$ cat src/logic/mem_stage_config.svh
`ifndef MEM_STAGE_CONFIG_SVH
`define MEM_STAGE_CONFIG_SVH

// data word and register width
`define DATA_WIDTH 32

// byte address minus the two offset bits
`define WORD_ADDR_WIDTH 30

// address bits decoded by the ram, 256 words
`define RAM_DEPTH_LOG2 8

// extra cycles before the ram acks
`define RAM_WAIT_STATES 1

`endif
$ cat src/logic/mem_stage_pkg.sv
package mem_stage_pkg;

    // operation code from the decoder
    typedef enum logic [2:0] {
        MEM_OP_NOP = 3'd0,  // no memory access
        MEM_OP_LW  = 3'd1,  // load word
        MEM_OP_LH  = 3'd2,  // load halfword, sign extended
        MEM_OP_LHU = 3'd3,  // load halfword, zero extended
        MEM_OP_LB  = 3'd4,  // load byte, sign extended
        MEM_OP_LBU = 3'd5,  // load byte, zero extended
        MEM_OP_SW  = 3'd6   // store word
    } mem_op_e;

    // direction of the bus access
    typedef enum logic {
        BUS_READ  = 1'b0,
        BUS_WRITE = 1'b1
    } bus_dir_e;

endpackage

$ cat src/logic/lsu_sequencer.sv
`timescale 1ns/10ps
`include "mem_stage_config.svh"

module lsu_sequencer import mem_stage_pkg::*; (
    input  logic                        clk,
    input  logic                        arst_n,
    input  logic                        req,
    input  mem_op_e                     mem_op,
    input  logic [31:0]                 addr,
    input  logic [`DATA_WIDTH-1:0]      wr_data,
    input  logic                        mem_as_n,       // from mem_ctrl
    input  bus_dir_e                    rw,
    input  logic                        miss_align,
    input  logic [`WORD_ADDR_WIDTH-1:0] addr_to_mem,
    input  logic [`DATA_WIDTH-1:0]      wr_data_to_mem,
    input  logic [`DATA_WIDTH-1:0]      wb_dat_r,
    input  logic                        ack,
    output logic                        busy,
    output logic                        done,
    output mem_op_e                     op_q,
    output logic [31:0]                 addr_q,
    output logic [`DATA_WIDTH-1:0]      wdata_q,
    output logic [`DATA_WIDTH-1:0]      rdata_q,
    output logic                        cyc,
    output logic                        stb,
    output logic                        we,
    output logic [`WORD_ADDR_WIDTH-1:0] wb_adr,
    output logic [`DATA_WIDTH-1:0]      wb_dat_w
);

    typedef enum logic [1:0] {
        ST_IDLE,
        ST_BUS,
        ST_FINISH
    } seq_state_e;

    seq_state_e state;
    logic       access_ok;
    logic       accept;

    // held request decodes to a real, aligned access
    assign access_ok = !mem_as_n && !miss_align;
    assign accept    = req && !busy;

    always_ff @(posedge clk or negedge arst_n) begin
        if (!arst_n) begin
            state  <= ST_IDLE;
            op_q   <= MEM_OP_NOP;
            addr_q <= '0;
        end else begin
            if (accept) begin
                state  <= ST_BUS;
                op_q   <= mem_op;
                addr_q <= addr;
            end else begin
                case (state)
                    ST_BUS: begin
                        if (!access_ok) begin
                            state <= ST_IDLE;       // nop or misaligned, no bus cycle
                        end else if (ack) begin
                            state <= ST_FINISH;
                        end
                    end
                    ST_FINISH: state <= ST_IDLE;
                    default:   state <= ST_IDLE;
                endcase
            end
        end
    end

    always_ff @(posedge clk) begin
        if (accept) begin
            wdata_q <= wr_data;
        end
        if (state == ST_BUS && ack) begin
            rdata_q <= wb_dat_r;                    // read word for formatting
        end
    end

    assign busy     = (state == ST_BUS) && access_ok;
    assign done     = (state == ST_FINISH) || (state == ST_BUS && !access_ok);
    assign cyc      = (state == ST_BUS) && access_ok;
    assign stb      = cyc;                          // single transfer per cycle
    assign we       = cyc && (rw == BUS_WRITE);
    assign wb_adr   = addr_to_mem;
    assign wb_dat_w = wr_data_to_mem;

endmodule

$ cat config.mk
export PLATFORM = sky130hd
export DESIGN_NAME = lsu_sequencer
export DESIGN_NICKNAME = d
export VERILOG_FILES = /design/src/logic/mem_stage_pkg.sv /design/src/logic/lsu_sequencer.sv
export VERILOG_INCLUDE_DIRS = /design/src /design/src/logic
export SDC_FILE = /design/constraint.sdc
export NUM_CORES = 1
export LEC_CHECK = 0
export BUFFER_PORTS_ARGS = -buffer_cell sky130_fd_sc_hd__buf_2
export CAP_MARGIN = 10
export CORE_AREA = 10 10 121 123
export DETAILED_ROUTE_END_ITERATION = 8
export DIE_AREA = 0 0 131 133
export HOLD_SLACK_MARGIN = 0.15
export PLACE_DENSITY = 0.76
export SKIP_LAST_GASP = 1
export SLEW_MARGIN = 20
export SYNTH_ARGS = -nofsm -noshare
export SYNTH_HDL_FRONTEND = slang
export SYNTH_SLANG_ARGS = --single-unit
$ cat constraint.sdc
create_clock -name clk -period 2.51 [get_ports clk]
set_clock_uncertainty 0.05 [all_clocks]
set_input_delay 0.502 -clock clk [delete_from_list [all_inputs] [get_ports clk]]
set_output_delay 0.502 -clock clk [all_outputs]
set_load 0.1 [all_outputs]
After elaboration in Yosys (flattened, before gate mapping)
Cells that the tools add are included.

storage, ports and cells
  register bits after elaboration = 101
  input port bits = 168
  output and inout bits = 166
  word-level logic and storage cells = 23

operators by class
  equality and inequality tests = 3
  mux-type cells = 4
  reduce and logical (&&, ||, !) cells = 11

operator list
  kind                  number
  $mux W2               4
  $logic_and A1 B1 Y1   6
  $logic_not A1 Y1      4
  $ne A4 B4 Y1 const B  1
  $eq A2 B1 Y1 const B  1
  $eq A2 B2 Y1 const B  1
  $logic_or A1 B1 Y1    1

Longest topological paths before layout
Gate-level depths: netlist of the first run.

  depth in word-level cells = 6
  depth in mapped cells = 4

Least setup slack after synthesis of the first run
No wires, ideal clock.

  path type = register to output
  start = register state[1]
  end = output port done
  data arrival time = 2.642 ns
  data required time = 1.958 ns
  slack = -0.684 ns
  cell stages (with the launch flop) = 3
  path buffers = 0
  path through = dfrtp_1 nand2b_1 o21ai_0

between the ends
  longest elaborated chain between the ends = 3
  elaborated cells between the ends (all ways) = 4

RTL lines
  item                    RTL line             RTL
  from (decl)             lsu_sequencer.sv:37  seq_state_e state;
  from (signal assigned)  lsu_sequencer.sv:47  state <= ST_IDLE;
  from (signal assigned)  lsu_sequencer.sv:52  state <= ST_BUS;
  from (signal assigned)  lsu_sequencer.sv:59  state <= ST_IDLE;
  $eq A2 B1 Y1            lsu_sequencer.sv:81  assign done = (state == ST_FINISH) || (state == ST_BUS && !access_ok);
  $logic_and A1 B1 Y1     lsu_sequencer.sv:81
  $logic_or A1 B1 Y1 (*)  lsu_sequencer.sv:81
  to (decl)               lsu_sequencer.sv:19  output logic done,

Every way passes the cells marked *; elsewhere a longest branch is shown, timed or not.

Worst setup path in the final report of the first run
  start = register state[1]
  end = output port we

between the ends
  longest elaborated chain between the ends = 3

RTL lines
  item                 RTL line             RTL
  $eq A2 B1 Y1         lsu_sequencer.sv:82  assign cyc = (state == ST_BUS) && access_ok;
  $logic_and A1 B1 Y1  lsu_sequencer.sv:82
  $logic_and A1 B1 Y1  lsu_sequencer.sv:84  assign we = cyc && (rw == BUS_WRITE);
  to (decl)            lsu_sequencer.sv:26  output logic we,

No other way between the ends.

==> results of run 1 <==
==> metal layers <==
| metal | GRT usage | up-vias | wire length, µm |
|---|---|---|---|
| met5 | 0 | - | 0 |
| met4 | 0.0352 | 0 | 123 |
| met3 | 0.0683 | 19 | 1600 |
| li1 | - | 1003 | - |
| met2 | 0.188 | 172 | 4970 |
| met1 | 0.105 | 1090 | 3690 |
==> power by group <==
| group | switching (mW) | internal [mW] |
|---|---|---|
| combinational | 1.13 | 0.247 |
| clock | 0.572 | 0.878 |
| sequential | 0.0518 | 1.91 |
==> flip-flops by register name, indices dropped and copies added, names as in the netlist <==
register	flops
wdata_q	32
addr_q	32
op_q	3
state	2
rdata_q	32
==> logic make-up after synthesis <==
group	after synthesis	synth area share
compound gates	2	0.00254
buf+inv	70	0.140
simple gates	8	0.0168
mux	35	0.119
flops	101	0.722
==> area by class of cell <==
| class | instances | area share |
|---|---|---|
| clock buffer | 11 | 0.0458 |
| clock inverter | 5 | 0.0162 |
| inverter | 3 | 0.00295 |
| multi-input combinational | 45 | 0.108 |
| sequential | 101 | 0.560 |
| tap | 172 | 0.0423 |
| timing repair buffer | 212 | 0.224 |
==> cell usage in the layout, fill, tap and decap left out <==
master	synthesis	layout
nor2_2	0	1
o21ai_1	0	1
bufinv_16	0	2
dfrtp_1	37	37
nand2_8	1	1
clkinv_2	0	1
clkbuf_16	0	9
buf_2	0	205
mux2_4	20	20
inv_6	0	1
mux2_2	15	15
buf_12	3	5
nor2_1	2	1
clkinvlp_4	0	1
clkbuf_1	0	2
buf_4	64	2
o21ai_0	2	1
edfxtp_1	64	64
nand2b_1	2	2
inv_1	3	2
or4b_4	1	1
nor4_1	1	1
and2_4	0	1
clkinv_4	0	1
==> worst max path at each step <==
stage / startpoint / to / cells after the start
CTS: state[1]$_DFFE_PN0P_ / we / 4
global placement: miss_align / we / 5
floorplan: state[1]$_DFFE_PN0P_ / done / 2
detailed placement: miss_align / we / 5
global route: state[1]$_DFFE_PN0P_ / we / 4
finish: state[1]$_DFFE_PN0P_ / we / 4
==> critical path: stages (launching register included) <==
cell and delay, ns:
dfrtp_1 0.40, or4b_4 0.56, clkinvlp_4 0.19, and2_4 0.17, buf_12 0.16
==> results.yml, run 1 <==
sta:
  finalCritPeriodShare: 0.947
  relSlewSlack: 0.417
  min_period_ns: 2.38
  setup_viol: 0
  rsz0062_at_grt: "no"
  slew_violations: 0
  final.setup.worst_slack_ns: 0.134
  fmax_mhz: 421
  hold_violations: 0
  holdWs_ns: 0.231
  worstMarginPinSlew_ns: 0.874
  fin_tns_setup_ns: 0
setup_path:
  rrSetupSlack_ns: 0.60
  crit_path_end_kind: "output pin"
  path_class: "reg2out"
  r2r_end: "addr_q[23]$_DFFE_PN0P_"
  critPathLaunchType: "register"
  required_ns: 1.96
  reg2reg_depth: 4
  rr_startpoint: "state[1]$_DFFE_PN0P_"
  crit_fanout: 4
  crit_arrival_ns: 1.82
die:
  io_pins: 334
  core_um2: 12400
  die_area_um2: 17400
  rows: 41
  die-width_um: 131
  die_y_um: 133
  initial_core_util: 0.319
place:
  dp_slack_ns: 0.214
  placed_cells: 533
  place_area_um2: 4770
  place_congestion: 0.740
  portBuffers: 209
  dp_hpwl_um: 8460
yosys:
  syn_area_um2: 3950
  synth_nets: 384
  synth_top_area_share: 0.487
  synth_cell_types: 14
  synth_edf_count: 64
  synth_area_leaders: "edfxtp_1, dfrtp_1, buf_4, mux2_4, mux2_2"
  ys_ff_latch: 101
  syn_inst: 216
  synth_ff_type: "edfxtp_1"
  synth_top_area_cell: "edfxtp_1"
  syn_area_per_cell_um2: 18.3
  yosysSeqAreaShare: 0.722
  ys_warn_count: 0
  synth_common_cells: "buf_4, edfxtp_1, dfrtp_1"
  async_flop_share: 0.366
grt:
  grt_pass1_vias: 2489
  antenna_found_initial: 0
  overflow: 0
  grt_max_degree: 38
  grt_pass1_wl_um: 14500
  grt_usage: 0.109
clock_network:
  clk_root_buffer_cell: "clkbuf_16"
  numCtsBuffers: 9
  htreeDepth: 3
  insertion_delay_ns: 0.33
  cts_setup_buffers: 0
  ctsResizeCount: 0
  cts_tree: "yes"
  holdBufCountCts: 0
  cts_buffer_depth: 2
  cts_sinks: 101
  clk_pin_slew_worst_paths_ns: 0.07
detailed_routing:
  drt_wl_total_um: 10400
  viasPerCell: 4.16
  drt_iter0_drc: 114
  drc: 0
  ant_nets: 0
  drtPass1Iterations: 4
  vias: 2284
  routedWlPerCell_um: 18.9
power:
  power.leakage_nw: 2.32
  power.density_nw_per_um2: 942
  vdd_ir_drop_max_mv: 0.421
  total_power_mw: 4.79
min_path:
  hold_class: "in2async"
run_status:
  status: "complete, no violations"
finish:
  nNetsFinal: 540
  multiInputGateArea_um2: 551
  final_cells: 549
  area_delta_synth_final_pct: 28.9
  diodes: 0
  fillCellCount: 1121
  regArea_um2: 2850
  post-route-util: 0.411
  final_layout_size_suffix_gt1_frac: 0.706
  final_area_um2: 5080
job:
  cap_violations: 0
Power figures use the tool's default switching activity.
==> run 2, diff against run 1 <==
ABC_AREA = 1   (was not set)
CAP_MARGIN = 0   (was 10)
CORE_AREA = 10 10 122 124   (was 10 10 121 123)
DIE_AREA = 0 0 132 134   (was 0 0 131 133)
PLACE_DENSITY = 0.79   (was 0.76)
==> run 2 against run 1 <==
Effect of this change: final area down 0.49%; area after synthesis up 1.2%; critical endpoint is now cyc; largest power group unchanged; critical path depth unchanged.
==> results.yml, run 2 <==
place:
  portBuffers: 209
  dp_hpwl_um: 9890
  place_congestion: 0.762
yosys:
  async_flop_share: 0.366
  synth_compound_area_frac: 0.00251
  synth_cell_types: 16
  yosys.area_share.simple: 0.136
  ys_warn_count: 0
  synth_nets: 465
  synth_top_area_share: 0.481
  syn_area_per_cell_um2: 13.4
  synth_xor_area_frac: 0
  yosys-mux-area-fraction: 0
  yosysSeqAreaShare: 0.713
  synth_ff_type: "edfxtp_1"
  synth_edf_count: 64
  syn_inst: 297
  synth_area_leaders: "edfxtp_1, dfrtp_1, buf_4, nand2_1, nand3_1"
  synthAdderAreaFrac: 0
  synth_top_area_cell: "edfxtp_1"
  synth_top_family_by_area: "buffers and inverters"
  ys_ff_latch: 101
  syn_area_um2: 3990
  synth.most_common_cell: "nand2_1"
  synth_common_cells: "nand2_1, buf_4, edfxtp_1"
die:
  die_area_um2: 17700
  core_um2: 12500
  rows: 41
  io_pins: 334
  die-width_um: 132
  die_y_um: 134
  initial_core_util: 0.320
sta:
  fin_tns_setup_ns: 0
  worstMarginPinSlew_ns: 0.880
  relSlewSlack: 0.413
  rsz0062_at_grt: "no"
  hold_violations: 0
  slew_violations: 0
  min_period_ns: 2.08
  setup_viol: 0
  finalCritPeriodShare: 0.830
  fmax_mhz: 480
detailed_routing:
  ant_nets: 0
  vias: 2719
  viasPerCell: 4.37
  drtPass1Iterations: 4
  drt_iter0_drc: 134
  drc: 0
  drt_wl_total_um: 12100
  routedWlPerCell_um: 19.5
finish:
  fillCellCount: 1216
  final_layout_size_suffix_gt1_frac: 0.547
  final_common_cell: "buf_2"
  multiInputGateArea_um2: 558
  top_regs: "addr_q (32), rdata_q (32), wdata_q (32)"
  regArea_um2: 2850
  final_cell_mix: "buf_2, nand2_1, edfxtp_1"
  nNetsFinal: 614
  diodes: 0
  area_delta_synth_final_pct: 26.7
power:
  power.leakage_nw: 2.45
  total_power_mw: 4.55
  power.density_nw_per_um2: 900
  vdd_ir_drop_max_mv: 0.331
clock_network:
  cts_buffer_depth: 2
  clk_root_buffer_cell: "clkbuf_16"
  ctsResizeCount: 0
  numCtsBuffers: 9
  clk_pin_slew_worst_paths_ns: 0.07
  cts_tree: "yes"
  cts_setup_buffers: 0
  cts_sinks: 101
  htreeDepth: 3
  insertion_delay_ns: 0.34
  holdBufCountCts: 0
grt:
  antenna_found_initial: 0
  grt_pass1_wl_um: 17800
  grt_usage: 0.131
  overflow: 0
  grt_max_degree: 38
  grt_pass1_vias: 2955
setup_path:
  crit_fanout: 14
  crit_path_end_kind: "output pin"
  crit_arrival_ns: 1.53
  critPathLaunchType: "register"
  required_ns: 1.96
  path_class: "reg2out"
run_status:
  status: "complete, no violations"
min_path:
  hold_class: "in2async"
job:
  cap_violations: 0
-- run 2: cell type report --
class / count / area share
Clock buffer: 9 / 0.0445
Clock inverter: 6 / 0.0109
Inverter: 6 / 0.00445
Multi-Input combinational cell: 115 / 0.110
Sequential cell: 101 / 0.563
Tap cell: 172 / 0.0425
Timing Repair Buffer: 213 / 0.225
-- run 2: logic make-up after synthesis --
kind of cell | Yosys count
simple gates | 113
buf+inv | 81
compound gates | 2
flops | 101
-- run 2: metal layers --
metal / vias to the layer above / wire length (µm) / share of wire / global-route usage
met5: - / 126 / 0.010 / 0.0525
met4: 2 / 467 / 0.039 / 0.0655
met3: 37 / 1470 / 0.12 / 0.0721
met2: 202 / 5810 / 0.48 / 0.214
met1: 1255 / 4240 / 0.35 / 0.130
li1: 1223 / - / - / -
-- run 2: path summary, 6_finish.rpt --
check / from / end / slack, ns / cells after the start
hold reg to reg: addr_q[4]$_DFFE_PN0P_ / addr_q[4]$_DFFE_PN0P_ / 0.42 / 2
hold / removal: arst_n / addr_q[12]$_DFFE_PN0P_ / 0.23 / 1
min in group clk: wr_data[27] / wdata_q[27]$_DFFE_PP_ / 0.28 / 1
setup / recovery: state[1]$_DFFE_PN0P_ / cyc / 0.43 / 4
max in group asynchronous: arst_n / addr_q[9]$_DFFE_PN0P_ / 1.63 / 1
setup reg to reg: state[0]$_DFFE_PN0P_ / wdata_q[16]$_DFFE_PP_ / 0.86 / 5
-- run 2: worst max-delay path, stage by stage (launching register included) --
cell and delay, ns:
dfrtp_1 0.40, nor2_4 0.14, nand2_4 0.16, inv_1 0.26, buf_12 0.21
-- run 2: through the flow --
step	setup slack, ns	std cells	hold WS [ns]	cell area, µm²	utilization
after floorplan	0.00414	297	0.156	4000	-
after global placement	0.368	607	0.402	4780	0.383
after detailed placement	0.294	607	0.403	4780	0.383
after CTS	0.388	622	0.239	5060	0.406
after global routing	0.359	622	0.260	5060	0.406
final	0.427	622	0.228	5060	0.406
-- run 2: report_power, final --
part	total, mW	switching, mW	internal, mW	leakage [nW]
Sequential	1.95	0.0476	1.91	1.06
Clock	1.31	0.621	0.686	0.138
Combinational	1.29	1.11	0.188	1.25
Total	4.55	1.77	2.78	2.45
==> run 3, diff against run 2 <==
clock period = 1.8 ns   (was 2.51 ns; I/O delays follow)
==> run 3 against run 2 <==
Effect of this change: sequential share of layout area is 7.5 points lower; clock power is 47% higher; first-iteration DRC count is 3.0% lower; non-clock buffer count is 71 higher; die area stayed put; core utilization is 6.2 points higher.
==> results.yml, run 3 (synthesis gave the netlist of run 2 again) <==
run_status:
  status: "complete, no violations"
power:
  vdd_ir_drop_max_mv: 0.605
  power.leakage_nw: 2.75
  sequentialPowerShare: 0.413
  total_power_mw: 6.60
  combPwrFrac: 0.296
  switchingPower_mw: 2.48
  power.density_nw_per_um2: 1130
  clkPwrFrac: 0.291
  p_int_mw: 4.13
  sw_frac_of_total: 0.375
die:
  die_area_um2: 17700
  io_pins: 334
  die-width_um: 132
  core_um2: 12500
  die_y_um: 134
  rows: 41
  initial_core_util: 0.320
setup_path:
  crit_fanout: 4
  path_class: "reg2out"
  max_stage_delay_ns: 0.40
  crit_path_end_kind: "output pin"
  worstPathCellList: "nor2_4 -> nand2_8 -> clkinvlp_4 -> buf_12"
  path_buf_inv: 2
  rr_startpoint: "state[1]$_DFFE_PN0P_"
  critPathLaunchType: "register"
  worstSetupPathDepth: 4
  cpLargestDelayFamily: "flip-flops"
  cp_slowest_cell: "dfrtp_1"
  reg2reg_depth: 6
  rrSetupSlack_ns: 0.12
  required_ns: 1.39
  r2r_end: "wdata_q[27]$_DFFE_PP_"
  crit_arrival_ns: 1.34
finish:
  final_area_um2: 5840
  diodes: 0
  final_cells: 693
  fillCellCount: 1085
  multiInputGateArea_um2: 576
  final_common_cell: "buf_2"
  final_layout_size_suffix_gt1_frac: 0.491
  regArea_um2: 2850
  final_cell_mix: "buf_2, nand2_1, dlygate4sd3_1, edfxtp_1, dfrtp_1"
  nNetsFinal: 685
  area_delta_synth_final_pct: 46.1
  top_regs: "addr_q (32), rdata_q (32), wdata_q (32)"
place:
  dp_hpwl_um: 9400
  place_congestion: 0.710
  placed_cells: 609
  place_area_um2: 4850
  portBuffers: 209
job:
  cap_violations: 0
sta:
  worstMarginPinSlew_ns: 0.819
  relSlewSlack: 0.454
  slew_violations: 0
  hold_violations: 0
  setup_viol: 0
  rsz0062_at_grt: "yes"
  finalCritPeriodShare: 0.972
  fmax_mhz: 572
  min_period_ns: 1.75
min_path:
  hold_path_end: "rdata_q[31]$_DFFE_PP_"
  hold_class: "in2reg"
  whs_path_depth: 1
  holdCritStartpoint: "wb_dat_r[31]"
grt:
  grt_max_degree: 38
  grt_pass1_vias: 3336
  antenna_found_initial: 1
  overflow: 0
  grt_pass1_wl_um: 19400
  grt_usage: 0.142
detailed_routing:
  drt_iter0_drc: 130
  drt_wl_total_um: 12900
  routedWlPerCell_um: 18.6
  viasPerCell: 4.34
  ant_nets: 0
  vias: 3007
  drc: 0
  drtPass1Iterations: 4
clock_network:
  htreeDepth: 3
  numCtsBuffers: 9
  clk_pin_slew_worst_paths_ns: 0.06
  cts_sinks: 101
  insertion_delay_ns: 0.33
  clk_root_buffer_cell: "clkbuf_16"
  cts_buffer_depth: 2
  cts_tree: "yes"
-- run 3: cell count changes in the layout (fill, tap and decap cells not counted), sizes merged --
cell,previous run,this run
buf,213,220
clkinvlp,0,4
inv,9,6
dlygate4sd3,0,64
clkinv,3,1
bufinv,0,1
-- run 3: worst register-to-register path: stages (launching register included) --
cell	delay (ns)
dfrtp_1	0.40
nor2_4	0.16
nand2_8	0.09
buf_4	0.21
nand2_4	0.19
clkinvlp_4	0.14
buf_12	0.18
-- run 3: area by class of cell --
cell class | count | area share
Clock buffer | 9 | 0.0386
Clock inverter | 6 | 0.0124
Inverter | 6 | 0.00515
Multi-Input combinational cell | 115 | 0.0986
Sequential cell | 101 | 0.488
Tap cell | 172 | 0.0369
Timing Repair Buffer | 284 | 0.320
-- run 3: worst max path at each step --
stage	from	end	slack (ns)
3_5_place_dp	miss_align	wdata_q[27]$_DFFE_PP_	0.03
6_report	state[1]$_DFFE_PN0P_	cyc	0.05
4_1_cts	state[1]$_DFFE_PN0P_	cyc	0.01
3_3_place_gp	miss_align	wdata_q[29]$_DFFE_PP_	0.07
2_1_floorplan	miss_align	we	-0.15
5_1_grt	state[0]$_DFFE_PN0P_	done	-0.03
-- run 3: through the flow --
step,setup TNS [ns],utilization,worst slack [ns],hold WS (ns)
floorplan,-0.391,-,-0.154,0.0144
global placement,0,0.389,0.0718,0.401
detailed placement,0,0.389,0.0329,0.403
CTS,0,0.467,0.0104,0.152
global route,-0.0700,0.468,-0.0281,0.154
finish,0,0.468,0.0512,0.167
-- run 3: power groups by stage --
stage | clock (mW) | combinational (mW) | sequential, mW
after floorplan | 0 | 0.885 | 3.99
after global placement | 0 | 1.82 | 2.76
after detailed placement | 0 | 1.84 | 2.77
after CTS | 1.99 | 1.96 | 2.72
after global routing | 2.08 | 2.03 | 2.75
final | 1.92 | 1.96 | 2.73
-- run 3: metal layers --
layer  global-route usage  part of all wire  vias to the layer above  routed length (µm)
met5                    0            0.0010                        -                  13
met2                0.229              0.47                      224                6060
met3               0.0788              0.13                       38                1640
met4               0.0667             0.019                        2                 243
met1                0.148              0.38                     1382                4920
li1                     -                 -                     1361                   -
-- run 3: what timing repair did --
action | in CTS | in global routing
hold buffers | 64 | 0
hold endpoints to repair | 100 | 0
pin swaps | 2 | 0
gates resized for setup | 2 | 0
setup endpoints to repair | 4 | 4
setup buffers | 3 | 2
