[config.mk]
export PLATFORM = sky130hd
export DESIGN_NAME = mem_ctrl
export DESIGN_NICKNAME = d
export VERILOG_FILES = /design/src/logic/mem_stage_pkg.sv /design/src/logic/mem_ctrl.sv
export VERILOG_INCLUDE_DIRS = /design/src /design/src/logic
export SDC_FILE = /design/constraint.sdc
export NUM_CORES = 1
export LEC_CHECK = 0
export BUFFER_PORTS_ARGS = -buffer_cell sky130_fd_sc_hd__buf_2
export CAP_MARGIN = 20
export CORE_AREA = 2 2 75 77
export DETAILED_ROUTE_END_ITERATION = 8
export DIE_AREA = 0 0 77 79
export PLACE_DENSITY = 0.7
export SLEW_MARGIN = 30
export SYNTH_ARGS = -nofsm -noshare
export SYNTH_HDL_FRONTEND = slang
export SYNTH_SLANG_ARGS = --single-unit
[constraint.sdc]
create_clock -name vclk -period 2.3
set_clock_uncertainty 0.15 [all_clocks]
set_input_delay 0.46 -clock vclk [all_inputs]
set_output_delay 0.46 -clock vclk [all_outputs]
set_load 0.005 [all_outputs]
[src/logic/mem_stage_config.svh]
`ifndef MEM_STAGE_CONFIG_SVH
`define MEM_STAGE_CONFIG_SVH

// data word and register width
`define DATA_WIDTH 32

// byte address minus the two offset bits
`define WORD_ADDR_WIDTH 30

// address bits decoded by the ram, 256 words
`define RAM_DEPTH_LOG2 8

// extra cycles before the ram acks
`define RAM_WAIT_STATES 1

`endif
[src/logic/mem_stage_pkg.sv]
package mem_stage_pkg;

    // operation code from the decoder
    typedef enum logic [2:0] {
        MEM_OP_NOP = 3'd0,  // no memory access
        MEM_OP_LW  = 3'd1,  // load word
        MEM_OP_LH  = 3'd2,  // load halfword, sign extended
        MEM_OP_LHU = 3'd3,  // load halfword, zero extended
        MEM_OP_LB  = 3'd4,  // load byte, sign extended
        MEM_OP_LBU = 3'd5,  // load byte, zero extended
        MEM_OP_SW  = 3'd6   // store word
    } mem_op_e;

    // direction of the bus access
    typedef enum logic {
        BUS_READ  = 1'b0,
        BUS_WRITE = 1'b1
    } bus_dir_e;

endpackage

[src/logic/mem_ctrl.sv]
`timescale 1ns/10ps
`include "mem_stage_config.svh"

module mem_ctrl import mem_stage_pkg::*; (
    input  mem_op_e                     mem_op,           // from decoder
    input  logic [31:0]                 mem_addr,         // byte address from alu
    input  logic [`DATA_WIDTH-1:0]      rd_data_from_mem, // captured read word
    input  logic [`DATA_WIDTH-1:0]      mem_wr_data,      // store data from gpr
    output bus_dir_e                    rw,
    output logic [`WORD_ADDR_WIDTH-1:0] addr_to_mem,
    output logic [`DATA_WIDTH-1:0]      wr_data,
    output logic [`DATA_WIDTH-1:0]      mem_data_to_gpr,
    output logic                        mem_as_n,         // access strobe, active low
    output logic                        miss_align
);

    localparam int HALF_W = `DATA_WIDTH / 2;
    localparam int BYTE_W = 8;

    logic [1:0]             offset;
    logic                   aligned;
    logic [`DATA_WIDTH-1:0] half_sext;
    logic [`DATA_WIDTH-1:0] half_zext;
    logic [`DATA_WIDTH-1:0] byte_sext;
    logic [`DATA_WIDTH-1:0] byte_zext;

    assign offset      = mem_addr[1:0];
    assign aligned     = (offset == 2'b00);
    assign addr_to_mem = mem_addr[`WORD_ADDR_WIDTH+1:2]; // drop byte offset
    assign wr_data     = mem_wr_data;                    // stores are whole words

    // low halfword / low byte of the word, both extensions
    assign half_sext = {{(`DATA_WIDTH-HALF_W){rd_data_from_mem[HALF_W-1]}},
                        rd_data_from_mem[HALF_W-1:0]};
    assign half_zext = {{(`DATA_WIDTH-HALF_W){1'b0}}, rd_data_from_mem[HALF_W-1:0]};
    assign byte_sext = {{(`DATA_WIDTH-BYTE_W){rd_data_from_mem[BYTE_W-1]}},
                        rd_data_from_mem[BYTE_W-1:0]};
    assign byte_zext = {{(`DATA_WIDTH-BYTE_W){1'b0}}, rd_data_from_mem[BYTE_W-1:0]};

    always_comb begin
        mem_as_n        = 1'b1;
        rw              = BUS_READ;
        miss_align      = 1'b0;
        mem_data_to_gpr = '0;
        case (mem_op)
            MEM_OP_LW: begin
                mem_as_n   = 1'b0;
                miss_align = !aligned;
                if (aligned) begin
                    mem_data_to_gpr = rd_data_from_mem;
                end
            end
            MEM_OP_LH: begin
                mem_as_n   = 1'b0;
                miss_align = !aligned;
                if (aligned) begin
                    mem_data_to_gpr = half_sext;
                end
            end
            MEM_OP_LHU: begin
                mem_as_n   = 1'b0;
                miss_align = !aligned;
                if (aligned) begin
                    mem_data_to_gpr = half_zext;
                end
            end
            MEM_OP_LB: begin
                mem_as_n   = 1'b0;
                miss_align = !aligned;
                if (aligned) begin
                    mem_data_to_gpr = byte_sext;
                end
            end
            MEM_OP_LBU: begin
                mem_as_n   = 1'b0;
                miss_align = !aligned;
                if (aligned) begin
                    mem_data_to_gpr = byte_zext;
                end
            end
            MEM_OP_SW: begin
                mem_as_n   = 1'b0;
                rw         = BUS_WRITE;
                miss_align = !aligned;      // load result stays zero
            end
            default: begin
                mem_as_n = 1'b1;            // nop, no access
            end
        endcase
    end

endmodule

# --- After elaboration in Yosys (flattened, before gate mapping) ---
# Index checks and enable logic that the tools add are counted.
totals:
  out_inout_bits: 97
  inputBits: 99
  ff_bits: 0
classes:
  mux: 9
  n_eq_ne: 6
  n_reduce_logical: 3
op_table:
  columns: ["operator", "count"]
  rows:
  - ["32-bit case mux with 5 select lines", 1]
  - ["32-bit two-way mux", 3]
  - ["16-bit two-way mux", 1]
  - ["3-bit == test (second input constant)", 3]
  - ["8-bit two-way mux", 1]
  - ["3-bit by 2-bit == test with 1-bit output (second input constant)", 2]
  - ["6-bit OR reduction", 1]
  - ["3-bit by 1-bit == test with 1-bit output (second input constant)", 1]
  - ["1-bit two-way mux", 3]
  - ["2-bit logical NOT", 1]
  - ["1-bit logical NOT", 1]

# --- Longest topological paths before layout ---
# Gate-level depths: netlist of the first run.
logic_depth:
  word_depth: 3
  ltp_mapped: 5

# --- Least setup slack after synthesis of the first run ---
# Ideal clock, no wire load.
synth_path:
  path_kind: "input port to output port"
  from: "in mem_addr[1]"
  to: "out mem_data_to_gpr[16]"
  t_required_ns: 1.690
  setup_slack_ns: 0.205
  arrival_time_ns: 1.485
  path_stages: 4
  path_cell_list: "or4_4 -> o22ai_4 -> buf_6 -> a21o_2"
synth_between:
  elab_chain_len: 3
  word_cells_on_any_way: 5
synth_rtl:
  columns: ["element", "line_no", "rtl"]
  rows:
  - ["from (decl)", "mem_ctrl.sv:6", "input logic [31:0] mem_addr,"]
  - ["2-bit logical NOT (*)", "mem_ctrl.sv:28", "assign aligned = (offset == 2'b00);"]
  - ["32-bit two-way mux (on tied branches)", "mem_ctrl.sv:70, mem_ctrl.sv:49, mem_ctrl.sv:56", null]
  - ["32-bit case mux with 5 select lines (*)", "mem_ctrl.sv:45", "case (mem_op)"]
  - ["to (decl)", "mem_ctrl.sv:12", "output logic [`DATA_WIDTH-1:0] mem_data_to_gpr,"]
# Every way passes the cells marked *; elsewhere a longest branch is shown, timed or not.

# --- Worst setup path after layout of the first run ---
layout_path:
  from: "in mem_addr[1]"
  to: "out mem_data_to_gpr[28]"
# Same word-level chain as after synthesis.

==> metrics.md, run 1 <==
| Metric | Value |
|---|---|
| Count of nets left with antenna violations after detail routing | `0` |
| Register area | `0 um2` |
| Final Max Tran Viols | `0` |
| Area added between synthesis and finish | `7.22%` |
| Total Neg Setup Slack | `0 ps` |
| Net count after synthesis | `~210` |
| Worst path cell trace | `buf_8 -> or4_4 -> o22ai_4 -> buf_12 -> a21o_2 -> buf_2` |
| Global-route wire length before repair | `3240 um` |
| Count of boundary I/O pins | `around 200` |
| Count of final setup violators | `0` |
| Cell Rows | `27` |
| Worst setup path category | `in2out` |
| Critical path buffers and inverters | `3` |
| Minimum hold slack | `between 700 and 800 ps` |
| Smallest setup slack after layout | `5.52 ps` |
| Core Region | `5340 um2` |
| Peak supply drop | `~0.031 mV` |
| Fraction of final layout cells with drive strength greater than 1 | `between 70 and 80%` |
| Number of global-route vias before repair | `698` |
| Number of clock buffers in the layout | `0` |
| Largest net degree at the start of global routing | `17` |
| Final min period | `2290 ps` |
| Number of DRC violations after detailed routing | `0` |
| Fin nets | `around 230` |
| 1st-iter DRT viols | `20` |
| Largest fanout on the critical path | `16` |
| Critical path launch point type | `input port` |
| Area of placed instances | `896 um2` |
| Starting utilization of the core area | `between 10% and 20%` |
| Number of failing hold endpoints at the final stage | `0` |
| Postcts setup bufs | `0` |
| Via Count | `around 760` |
| Worst-margin pin slew | `~330 ps` |
| Final routed wire length divided by cell count | `~12 um` |
| Number of hold buffers added after cts | `0` |
| Crit share post-route | `between 90% and 100%` |
| Overall track demand over capacity in global routing | `around 6.4%` |
| Detailed placement HPWL | `roughly 2100 um` |
| Critical Path End Type | `primary output` |
| Die Area | `~6100 um2` |
| Family of cells with the greatest summed delay on the critical path | `simple AND/OR/NAND/NOR gates` |
| FMAX | `roughly 440 MHz` |
| Area leader, netlist | `sky130_fd_sc_hd__buf_4` |
| Setup repair after global routing missed its margin | `yes` |
| Drt pass-1 iters | `4` |
| Count of mapped cells out of synthesis | `114` |
| Worst slew slack as a fraction of its limit | `77.9%` |
| Global placer's final weighted congestion | `roughly 0.79` |
| Hold crit path type | `in2out` |
| Sequential cells | `0` |
| Count of warnings emitted by yosys | `0` |
| Non-Filler Cell Area, Final | `930 um2` |
| Syn Std Cell Area | `roughly 870 um2` |
| Power per cell area | `115 nW/um2` |
| Dominant cells by area after synthesis | `sky130_fd_sc_hd__buf_4, sky130_fd_sc_hd__a21o_2, sky130_fd_sc_hd__a21o_1` |
| Synth cell types | `19` |
| Share of the synthesized area in the top cell type | `53.7%` |
| Synthesized area per cell | `7.61 um2` |
| Antenna violations before repair | `0` |
| Cell leakage power | `~0.65 nW` |
| Worst path required time | `1690 ps` |
| Total wire length | `approximately 2400 um` |
| Width of the chip | `just under 80 um` |
| Share of synthesized area occupied by flip-flops and latches | `0%` |
| Max Cap Violations | `0` |
| Count of buffers from port buffering | `approximately 70` |
| Remaining global-route overflow | `0` |
| Maximum cell stage delay along the critical path | `about 570 ps` |
| Number of filler cells placed in the layout | `630` |
| Post-place setup slack | `-84.5 ps` |
| Via density | `between 3 and 4` |
| Worst endpoint data arrival time | `around 1700 ps` |
| Vertical extent of the die | `a little under 80 um` |
| Outcome | `complete, no violations` |
| Antenna Cells | `0` |
| Slowest library cell on the worst path | `sky130_fd_sc_hd__or4_4` |
| Final core utilization | `between 10% and 20%` |
[layer usage]
layer | vias up | GRT usage, % | share of wire [%]
met5 | - | 0 | 0
li1 | 345 | - | -
met1 | 318 | 5.48 | 31
met2 | 70 | 10.6 | 44
met3 | 26 | 4.43 | 19
met4 | 0 | 4.46 | 5.6
[kinds of logic after synthesis]
family | Yosys count | share of synthesized area (%)
compound gates | 26 | 27.0
buf+inv | 66 | 57.3
simple gates | 22 | 15.7
[area by class of cell]
class / instances / area [um2] / area share [%]
Timing Repair Buffer: 79 / 452 / 48.6
Multi-Input combinational cell: 48 / 384 / 41.3
Tap cell: 72 / 90.1 / 9.69
Inverter: 1 / 3.75 / 0.404
[worst paths after layout]
path / start / endpoint / slack (ps) / depth (start not counted)
worst max-delay path: mem_addr[1] / mem_data_to_gpr[28] / 6 / 6
worst min-delay path: mem_addr[2] / addr_to_mem[0] / 770 / 0
[through the flow]
stage	power [mW]	instances
after floorplan	0.124	114
after global placement	0.102	200
after detailed placement	0.103	200
after CTS	0.106	200
after global routing	0.117	200
final	0.107	200
[what timing repair did]
item	CTS	global route
pin swaps	0	0
setup endpoints to repair	20	17
resized for setup	5	4
[Yosys cell counts]
master and count:
sky130_fd_sc_hd__nor4bb_1 1, sky130_fd_sc_hd__clkbuf_2 1, sky130_fd_sc_hd__and2_1 8, sky130_fd_sc_hd__nand2_1 1
sky130_fd_sc_hd__a2111oi_2 1, sky130_fd_sc_hd__inv_1 1, sky130_fd_sc_hd__nor4_1 1, sky130_fd_sc_hd__or4_4 1
sky130_fd_sc_hd__nor3_1 1, sky130_fd_sc_hd__buf_4 62, sky130_fd_sc_hd__a21o_2 16, sky130_fd_sc_hd__o22ai_4 1
sky130_fd_sc_hd__nand2b_1 2, sky130_fd_sc_hd__a21o_1 7, sky130_fd_sc_hd__o22ai_1 1, sky130_fd_sc_hd__or4b_4 1
sky130_fd_sc_hd__nand3_1 1, sky130_fd_sc_hd__buf_6 2, sky130_fd_sc_hd__nor2_1 5
[placed cells by master, fill, tap and decap left out, types with 2 or more instances in the layout]
master / netlist / routed
sky130_fd_sc_hd__buf_2: 0 / 69
sky130_fd_sc_hd__a21o_2: 16 / 16
sky130_fd_sc_hd__and2_1: 8 / 8
sky130_fd_sc_hd__a21o_1: 7 / 7
sky130_fd_sc_hd__buf_4: 62 / 5
sky130_fd_sc_hd__nor2_1: 5 / 4
sky130_fd_sc_hd__buf_6: 2 / 3
sky130_fd_sc_hd__nand2b_1: 2 / 2
[power by group]
group | switching (mW) | leakage [nW] | total, mW | internal (mW)
Sequential | 0 | 0 | 0 | 0
Clock | 0 | 0 | 0 | 0
Combinational | 0.0439 | 0.645 | 0.107 | 0.0631
Note: power is estimated with default switching activity, not from simulation.
==> run 2, diff against run 1 <==
REMOVE_ABC_BUFFERS = 1   (was not set)
==> metrics.md, run 2 (synthesis results as in run 1) <==
| Metric | Value |
|---|---|
| Core Region | `5340 um2 (unchanged)` |
| Non-filler instance count after layout | `201 (was 200)` |
| Hold Path Depth | `0 (unchanged)` |
| Worst hold start | `mem_wr_data[13] (was mem_addr[2])` |
| Via Count | `847 (was 759)` |
| Detailed placement HPWL | `4670 um (was 2060 um)` |
| Cell leakage power | `0.649 nW (was 0.645 nW)` |
| Antenna violations before repair | `0 (unchanged)` |
| Largest net degree at the start of global routing | `17 (unchanged)` |
| Global placer's final weighted congestion | `0.748 (was 0.787)` |
| Number of failing hold endpoints at the final stage | `0 (unchanged)` |
| Commonest non-fill, non-tap cell in the layout | `sky130_fd_sc_hd__buf_2 (unchanged)` |
| Hold EP | `wr_data[13] (was addr_to_mem[0])` |
| Worst slew slack as a fraction of its limit | `74.1% (was 77.9%)` |
| Area of placed instances | `903 um2 (was 896 um2)` |
| Global-route wire length before repair | `6270 um (was 3240 um)` |
| Count of final setup violators | `0 (unchanged)` |
| Largest fanout on the critical path | `16 (unchanged)` |
| Via density | `4.21 (was 3.80)` |
| Hold crit path type | `in2out (unchanged)` |
| Crit share post-route | `99.3% (was 99.8%)` |
| Setup repair after global routing missed its margin | `yes (unchanged)` |
| Final Max Tran Viols | `0 (unchanged)` |
| Sequential cells | `0 (unchanged)` |
| Worst setup path category | `in2out (unchanged)` |
| Drt pass-1 iters | `4 (unchanged)` |
| Die Area | `6080 um2 (unchanged)` |
| Overall track demand over capacity in global routing | `15.0% (was 6.39%)` |
| Remaining global-route overflow | `0 (unchanged)` |
| Max Cap Violations | `0 (unchanged)` |
| Final routed wire length divided by cell count | `25.2 um (was 11.8 um)` |
| Worst-margin pin slew | `385 ps (was 328 ps)` |
| Count of buffers from port buffering | `72 (unchanged)` |
| Critical path launch point type | `input port (unchanged)` |
| Critical Path End Type | `primary output (unchanged)` |
| Count of boundary I/O pins | `196 (unchanged)` |
| Total wire length | `5060 um (was 2370 um)` |
| Worst path required time | `1690 ps (about the same)` |
| Most used cells in the layout excluding fill and tap cells | `sky130_fd_sc_hd__buf_2, sky130_fd_sc_hd__a21o_2, sky130_fd_sc_hd__and2_1 (unchanged)` |
| Outcome | `complete, no violations (unchanged)` |
| Register area | `0 um2 (unchanged)` |
| Final min period | `2280 ps (was 2290 ps)` |
| Area added between synthesis and finish | `6.78% (was 7.22%)` |
| Count of nets left with antenna violations after detail routing | `0 (unchanged)` |
| Fraction of final layout cells with drive strength greater than 1 | `78.3% (was 78.9%)` |
| Width of the chip | `77 um (unchanged)` |
| Cell Rows | `27 (unchanged)` |
| Starting utilization of the core area | `16.2% (unchanged)` |
| Antenna Cells | `0 (unchanged)` |
| Peak supply drop | `0.0228 mV (was 0.0313 mV)` |
| FMAX | `438 MHz (was 436 MHz)` |
| Number of placed instances, taps included | `201 (was 200)` |
| Number of global-route vias before repair | `804 (was 698)` |
| Fin nets | `230 (was 229)` |
| Non-Filler Cell Area, Final | `926 um2 (was 930 um2)` |
| Vertical extent of the die | `79 um (unchanged)` |
| 1st-iter DRT viols | `23 (was 20)` |
| Power per cell area | `117 nW/um2 (was 115 nW/um2)` |
| Worst endpoint data arrival time | `1670 ps (was 1680 ps)` |
| Number of DRC violations after detailed routing | `0 (unchanged)` |
| Number of clock buffers in the layout | `0 (unchanged)` |
==> run 2: changes by cell type in the layout (fill, tap and decap cells not counted), sizes merged <==
cell / before / now
buf: 79 / 80
==> run 2: worst max-delay path, cell delays in order <==
cell and delay [ps]:
sky130_fd_sc_hd__buf_8 100, sky130_fd_sc_hd__or4_4 560, sky130_fd_sc_hd__o22ai_4 190, sky130_fd_sc_hd__buf_12 160, sky130_fd_sc_hd__a21o_2 100, sky130_fd_sc_hd__buf_2 100
==> run 2: final cells by class <==
class	instances	area [um2]
fillers	620	4410
well taps	72	90.1
repair buffers	80	455
inverters	1	3.75
multi-input cells	48	377
==> run 2: per-layer routing <==
layer	part of all wire [%]	wire [um]	track usage (%)	vias to the layer above
met2	44	2210	23.9	128
met3	21	1050	12.8	12
li1	-	-	-	348
met5	0	0	0	-
met1	28	1400	12.3	359
met4	8.0	407	10.2	0
==> run 2: per-stage QoR <==
stage | power, mW | worst slack, ps | hold slack (ps) | utilization (%) | setup TNS, ps
floorplan | 0.0348 | -356 | 770 | - | -5690
global placement | 0.103 | 26.5 | 770 | 16.9 | 0
detailed placement | 0.106 | -12.6 | 770 | 16.9 | -65.1
CTS | 0.109 | 11.7 | 770 | 17.2 | 0
global route | 0.120 | -41.6 | 770 | 17.3 | -464
finish | 0.109 | 16.3 | 770 | 17.3 | 0
==> run 2: repair_timing <==
action	in CTS	in global routing
hold buffers	0	0
resized for setup	4	2
endpoints found under the setup margin	16	16
buffers inserted	0	0
cloned	0	0
==> run 2: how the worst max path moves through the flow <==
stage                      from             endpoint  slack [ps]  cells after the start
global route        mem_addr[1]  mem_data_to_gpr[30]         -40                      6
finish              mem_addr[1]  mem_data_to_gpr[17]          20                      6
CTS                 mem_addr[1]  mem_data_to_gpr[20]          10                      6
global placement    mem_addr[1]  mem_data_to_gpr[17]          30                      6
floorplan           mem_addr[1]  mem_data_to_gpr[16]        -360                      3
detailed placement  mem_addr[1]  mem_data_to_gpr[20]         -10                      6
==> run 2: power by group <==
group | total [mW] | switching, mW | internal [mW]
Combinational | 0.109 | 0.0445 | 0.0640
Sequential | 0 | 0 | 0
Clock | 0 | 0 | 0
==> run 3, diff against run 2 <==
ABC_AREA = 1   (was not set)
CORE_AREA = 2 2 76 78   (was 2 2 75 77)
DIE_AREA = 0 0 78 80   (was 0 0 77 79)
PLACE_DENSITY = 0.72   (was 0.7)
==> metrics.md, run 3 <==
| Metric | Value |
|---|---|
| Hold EP | `wr_data[24] (was wr_data[13])` |
| Area added between synthesis and finish | `-5.34% (was 6.78%)` |
| Count of final setup violators | `0 (unchanged)` |
| Number of global-route vias before repair | `976 (was 804)` |
| Register area | `0 um2 (unchanged)` |
| Dominant cells by area after synthesis | `sky130_fd_sc_hd__buf_4, sky130_fd_sc_hd__nand2_1, sky130_fd_sc_hd__nor2_1 (was sky130_fd_sc_hd__buf_4, sky130_fd_sc_hd__a21o_2, sky130_fd_sc_hd__a21o_1)` |
| Worst path required time | `1690 ps (about the same)` |
| Count of boundary I/O pins | `196 (unchanged)` |
| Vertical extent of the die | `80 um (was 79 um)` |
| Core Region | `5410 um2 (was 5340 um2)` |
| Final Max Tran Viols | `0 (unchanged)` |
| Most used cells in the layout excluding fill and tap cells | `sky130_fd_sc_hd__buf_2, sky130_fd_sc_hd__nand2_1, sky130_fd_sc_hd__nor2_1 (was sky130_fd_sc_hd__buf_2, sky130_fd_sc_hd__a21o_2, sky130_fd_sc_hd__and2_1)` |
| Synth cell types | `14 (was 19)` |
| Post-synth top cells | `sky130_fd_sc_hd__buf_4, sky130_fd_sc_hd__nand2_1, sky130_fd_sc_hd__nor2_1 (was sky130_fd_sc_hd__buf_4, sky130_fd_sc_hd__a21o_2, sky130_fd_sc_hd__and2_1)` |
| Count of buffers from port buffering | `72 (unchanged)` |
| Hold crit path type | `in2out (unchanged)` |
| Number of failing hold endpoints at the final stage | `0 (unchanged)` |
| Critical Path End Type | `primary output (unchanged)` |
| Total Neg Setup Slack | `0 ps (unchanged)` |
| FMAX | `486 MHz (was 438 MHz)` |
| Count of mapped cells out of synthesis | `188 (was 114)` |
| Hold Path Depth | `0 (unchanged)` |
| Sequential cells | `0 (unchanged)` |
| Antenna Cells | `0 (unchanged)` |
| Area leader, netlist | `sky130_fd_sc_hd__buf_4 (unchanged)` |
| Max Cap Violations | `0 (unchanged)` |
| Detailed placement HPWL | `4650 um (was 4670 um)` |
| Starting utilization of the core area | `19.1% (was 16.2%)` |
| Final routed wire length divided by cell count | `20.8 um (was 25.2 um)` |
| Remaining global-route overflow | `0 (unchanged)` |
| Number of clock buffers in the layout | `0 (unchanged)` |
| Outcome | `complete, no violations (unchanged)` |
| Power Total | `118 uW (was 109 uW)` |
| Worst slew slack as a fraction of its limit | `69.7% (was 74.1%)` |
| Syn Std Cell Area | `1030 um2 (was 867 um2)` |
| Worst endpoint data arrival time | `1450 ps (was 1670 ps)` |
| Die Area | `6240 um2 (was 6080 um2)` |
| Share of the synthesized area in the top cell type | `46.6% (was 53.7%)` |
| Worst-margin pin slew | `452 ps (was 385 ps)` |
| Via Count | `1108 (was 847)` |
| Antenna violations before repair | `0 (unchanged)` |
| Total wire length | `5500 um (was 5060 um)` |
| Worst hold start | `mem_wr_data[24] (was mem_wr_data[13])` |
| Largest fanout on the critical path | `24 (was 16)` |
| Final min period | `2060 ps (was 2280 ps)` |
| Drt pass-1 iters | `4 (unchanged)` |
| Synthesized area per cell | `5.48 um2 (was 7.61 um2)` |
| Power per cell area | `121 nW/um2 (was 117 nW/um2)` |
| Number of filler cells placed in the layout | `668 (was 620)` |
| Global-route wire length before repair | `7160 um (was 6270 um)` |
| Number of DRC violations after detailed routing | `0 (unchanged)` |
| Count of nets left with antenna violations after detail routing | `0 (unchanged)` |
| Peak supply drop | `0.0599 mV (was 0.0228 mV)` |
| Fin nets | `294 (was 230)` |
| Count of warnings emitted by yosys | `0 (unchanged)` |
| Postcts setup bufs | `0 (unchanged)` |
| Cell Rows | `27 (unchanged)` |
| Width of the chip | `78 um (was 77 um)` |
| Via density | `4.18 (was 4.21)` |
| Share of synthesized area occupied by flip-flops and latches | `0% (unchanged)` |
| Critical path launch point type | `input port (unchanged)` |
| Overall track demand over capacity in global routing | `16.1% (was 15.0%)` |
| Most frequent cell after synthesis | `sky130_fd_sc_hd__buf_4 (unchanged)` |
| 1st-iter DRT viols | `56 (was 23)` |
| Fraction of final layout cells with drive strength greater than 1 | `40.9% (was 78.3%)` |
| Commonest non-fill, non-tap cell in the layout | `sky130_fd_sc_hd__buf_2 (unchanged)` |
| Largest net degree at the start of global routing | `25 (was 17)` |
| Cell leakage power | `0.694 nW (was 0.649 nW)` |
| Global placer's final weighted congestion | `0.731 (was 0.748)` |
| Setup repair after global routing missed its margin | `no (was yes)` |
| Crit share post-route | `89.5% (was 99.3%)` |
| Worst setup path category | `in2out (unchanged)` |
## run 3: cell count changes after synthesis, moves of 7 or more
cell,previous run,this run
sky130_fd_sc_hd__nand2_1,1,35
sky130_fd_sc_hd__nor2_1,5,28
sky130_fd_sc_hd__inv_1,1,22
sky130_fd_sc_hd__a21o_2,16,0
sky130_fd_sc_hd__nand3_1,1,17
sky130_fd_sc_hd__o21ai_0,0,9
sky130_fd_sc_hd__and2_1,8,0
sky130_fd_sc_hd__a21o_1,7,0
## run 3: layout make-up
class / count / area [um2] / share of cell area (%)
Inverter: 22 / 82.6 / 8.46
Timing Repair Buffer: 73 / 368 / 37.7
Multi-Input combinational cell: 98 / 435 / 44.6
Tap cell: 72 / 90.1 / 9.23
## run 3: what timing repair did
| action | in CTS | in global routing |
|---|---|---|
| gates resized for setup | 0 | 1 |
| endpoints found under the setup margin | 0 | 7 |
| hold buffers | 0 | 0 |
| hold endpoints to repair | 0 | 0 |
## run 3: power by group
part	leakage (nW)	switching, mW	internal [mW]	total (mW)
combinational	0.694	0.0645	0.0533	0.118
sequential	0	0	0	0
clock	0	0	0	0
total	0.694	0.0645	0.0533	0.118
## run 3: metrics by stage
step | setup WS (ps) | std cells | hold WS [ps] | utilization, % | cell area, um2
6_report | 241 | 265 | 770 | 18.1 | 976
5_1_grt | 73.0 | 265 | 770 | 18.1 | 976
4_1_cts | 126 | 265 | 770 | 18.1 | 976
3_5_place_dp | 139 | 265 | 770 | 18.1 | 976
3_3_place_gp | 208 | 265 | 770 | 18.1 | 976
2_1_floorplan | 574 | 120 | 770 | - | 518
## run 3: cell families after synthesis
group	after synthesis	share of synthesized area (%)
buffers and inverters	90	57.8
AOI/OAI and AO/OA	9	4.37
and+or+nand+nor	89	37.9
## run 3: how the worst max path moves through the flow
stage	startpoint	cells past startpoint	end	slack (ps)
after global placement	mem_op[1]	4	mem_data_to_gpr[11]	210
after detailed placement	mem_op[1]	4	mem_data_to_gpr[9]	140
after global routing	mem_op[2]	6	mem_data_to_gpr[9]	70
after CTS	mem_op[1]	4	mem_data_to_gpr[9]	130
final	mem_op[1]	5	mem_data_to_gpr[9]	240
after floorplan	mem_addr[0]	5	mem_data_to_gpr[10]	570
## run 3: per-layer routing
layer	GRT usage (%)	routed length, um	part of all wire (%)	vias to the layer above
met1	14.4	1620	29	451
met3	12.1	1060	19	26
met4	13.3	534	9.7	0
met2	24.0	2290	42	116
li1	-	-	-	515
met5	2.73	0	0	-
## run 3: worst max-delay path, cell delays in order
cell                      delay (ps)
sky130_fd_sc_hd__buf_2           140
sky130_fd_sc_hd__nor3_1          230
sky130_fd_sc_hd__nand2_2         300
sky130_fd_sc_hd__o21ai_0         170
sky130_fd_sc_hd__buf_2           140
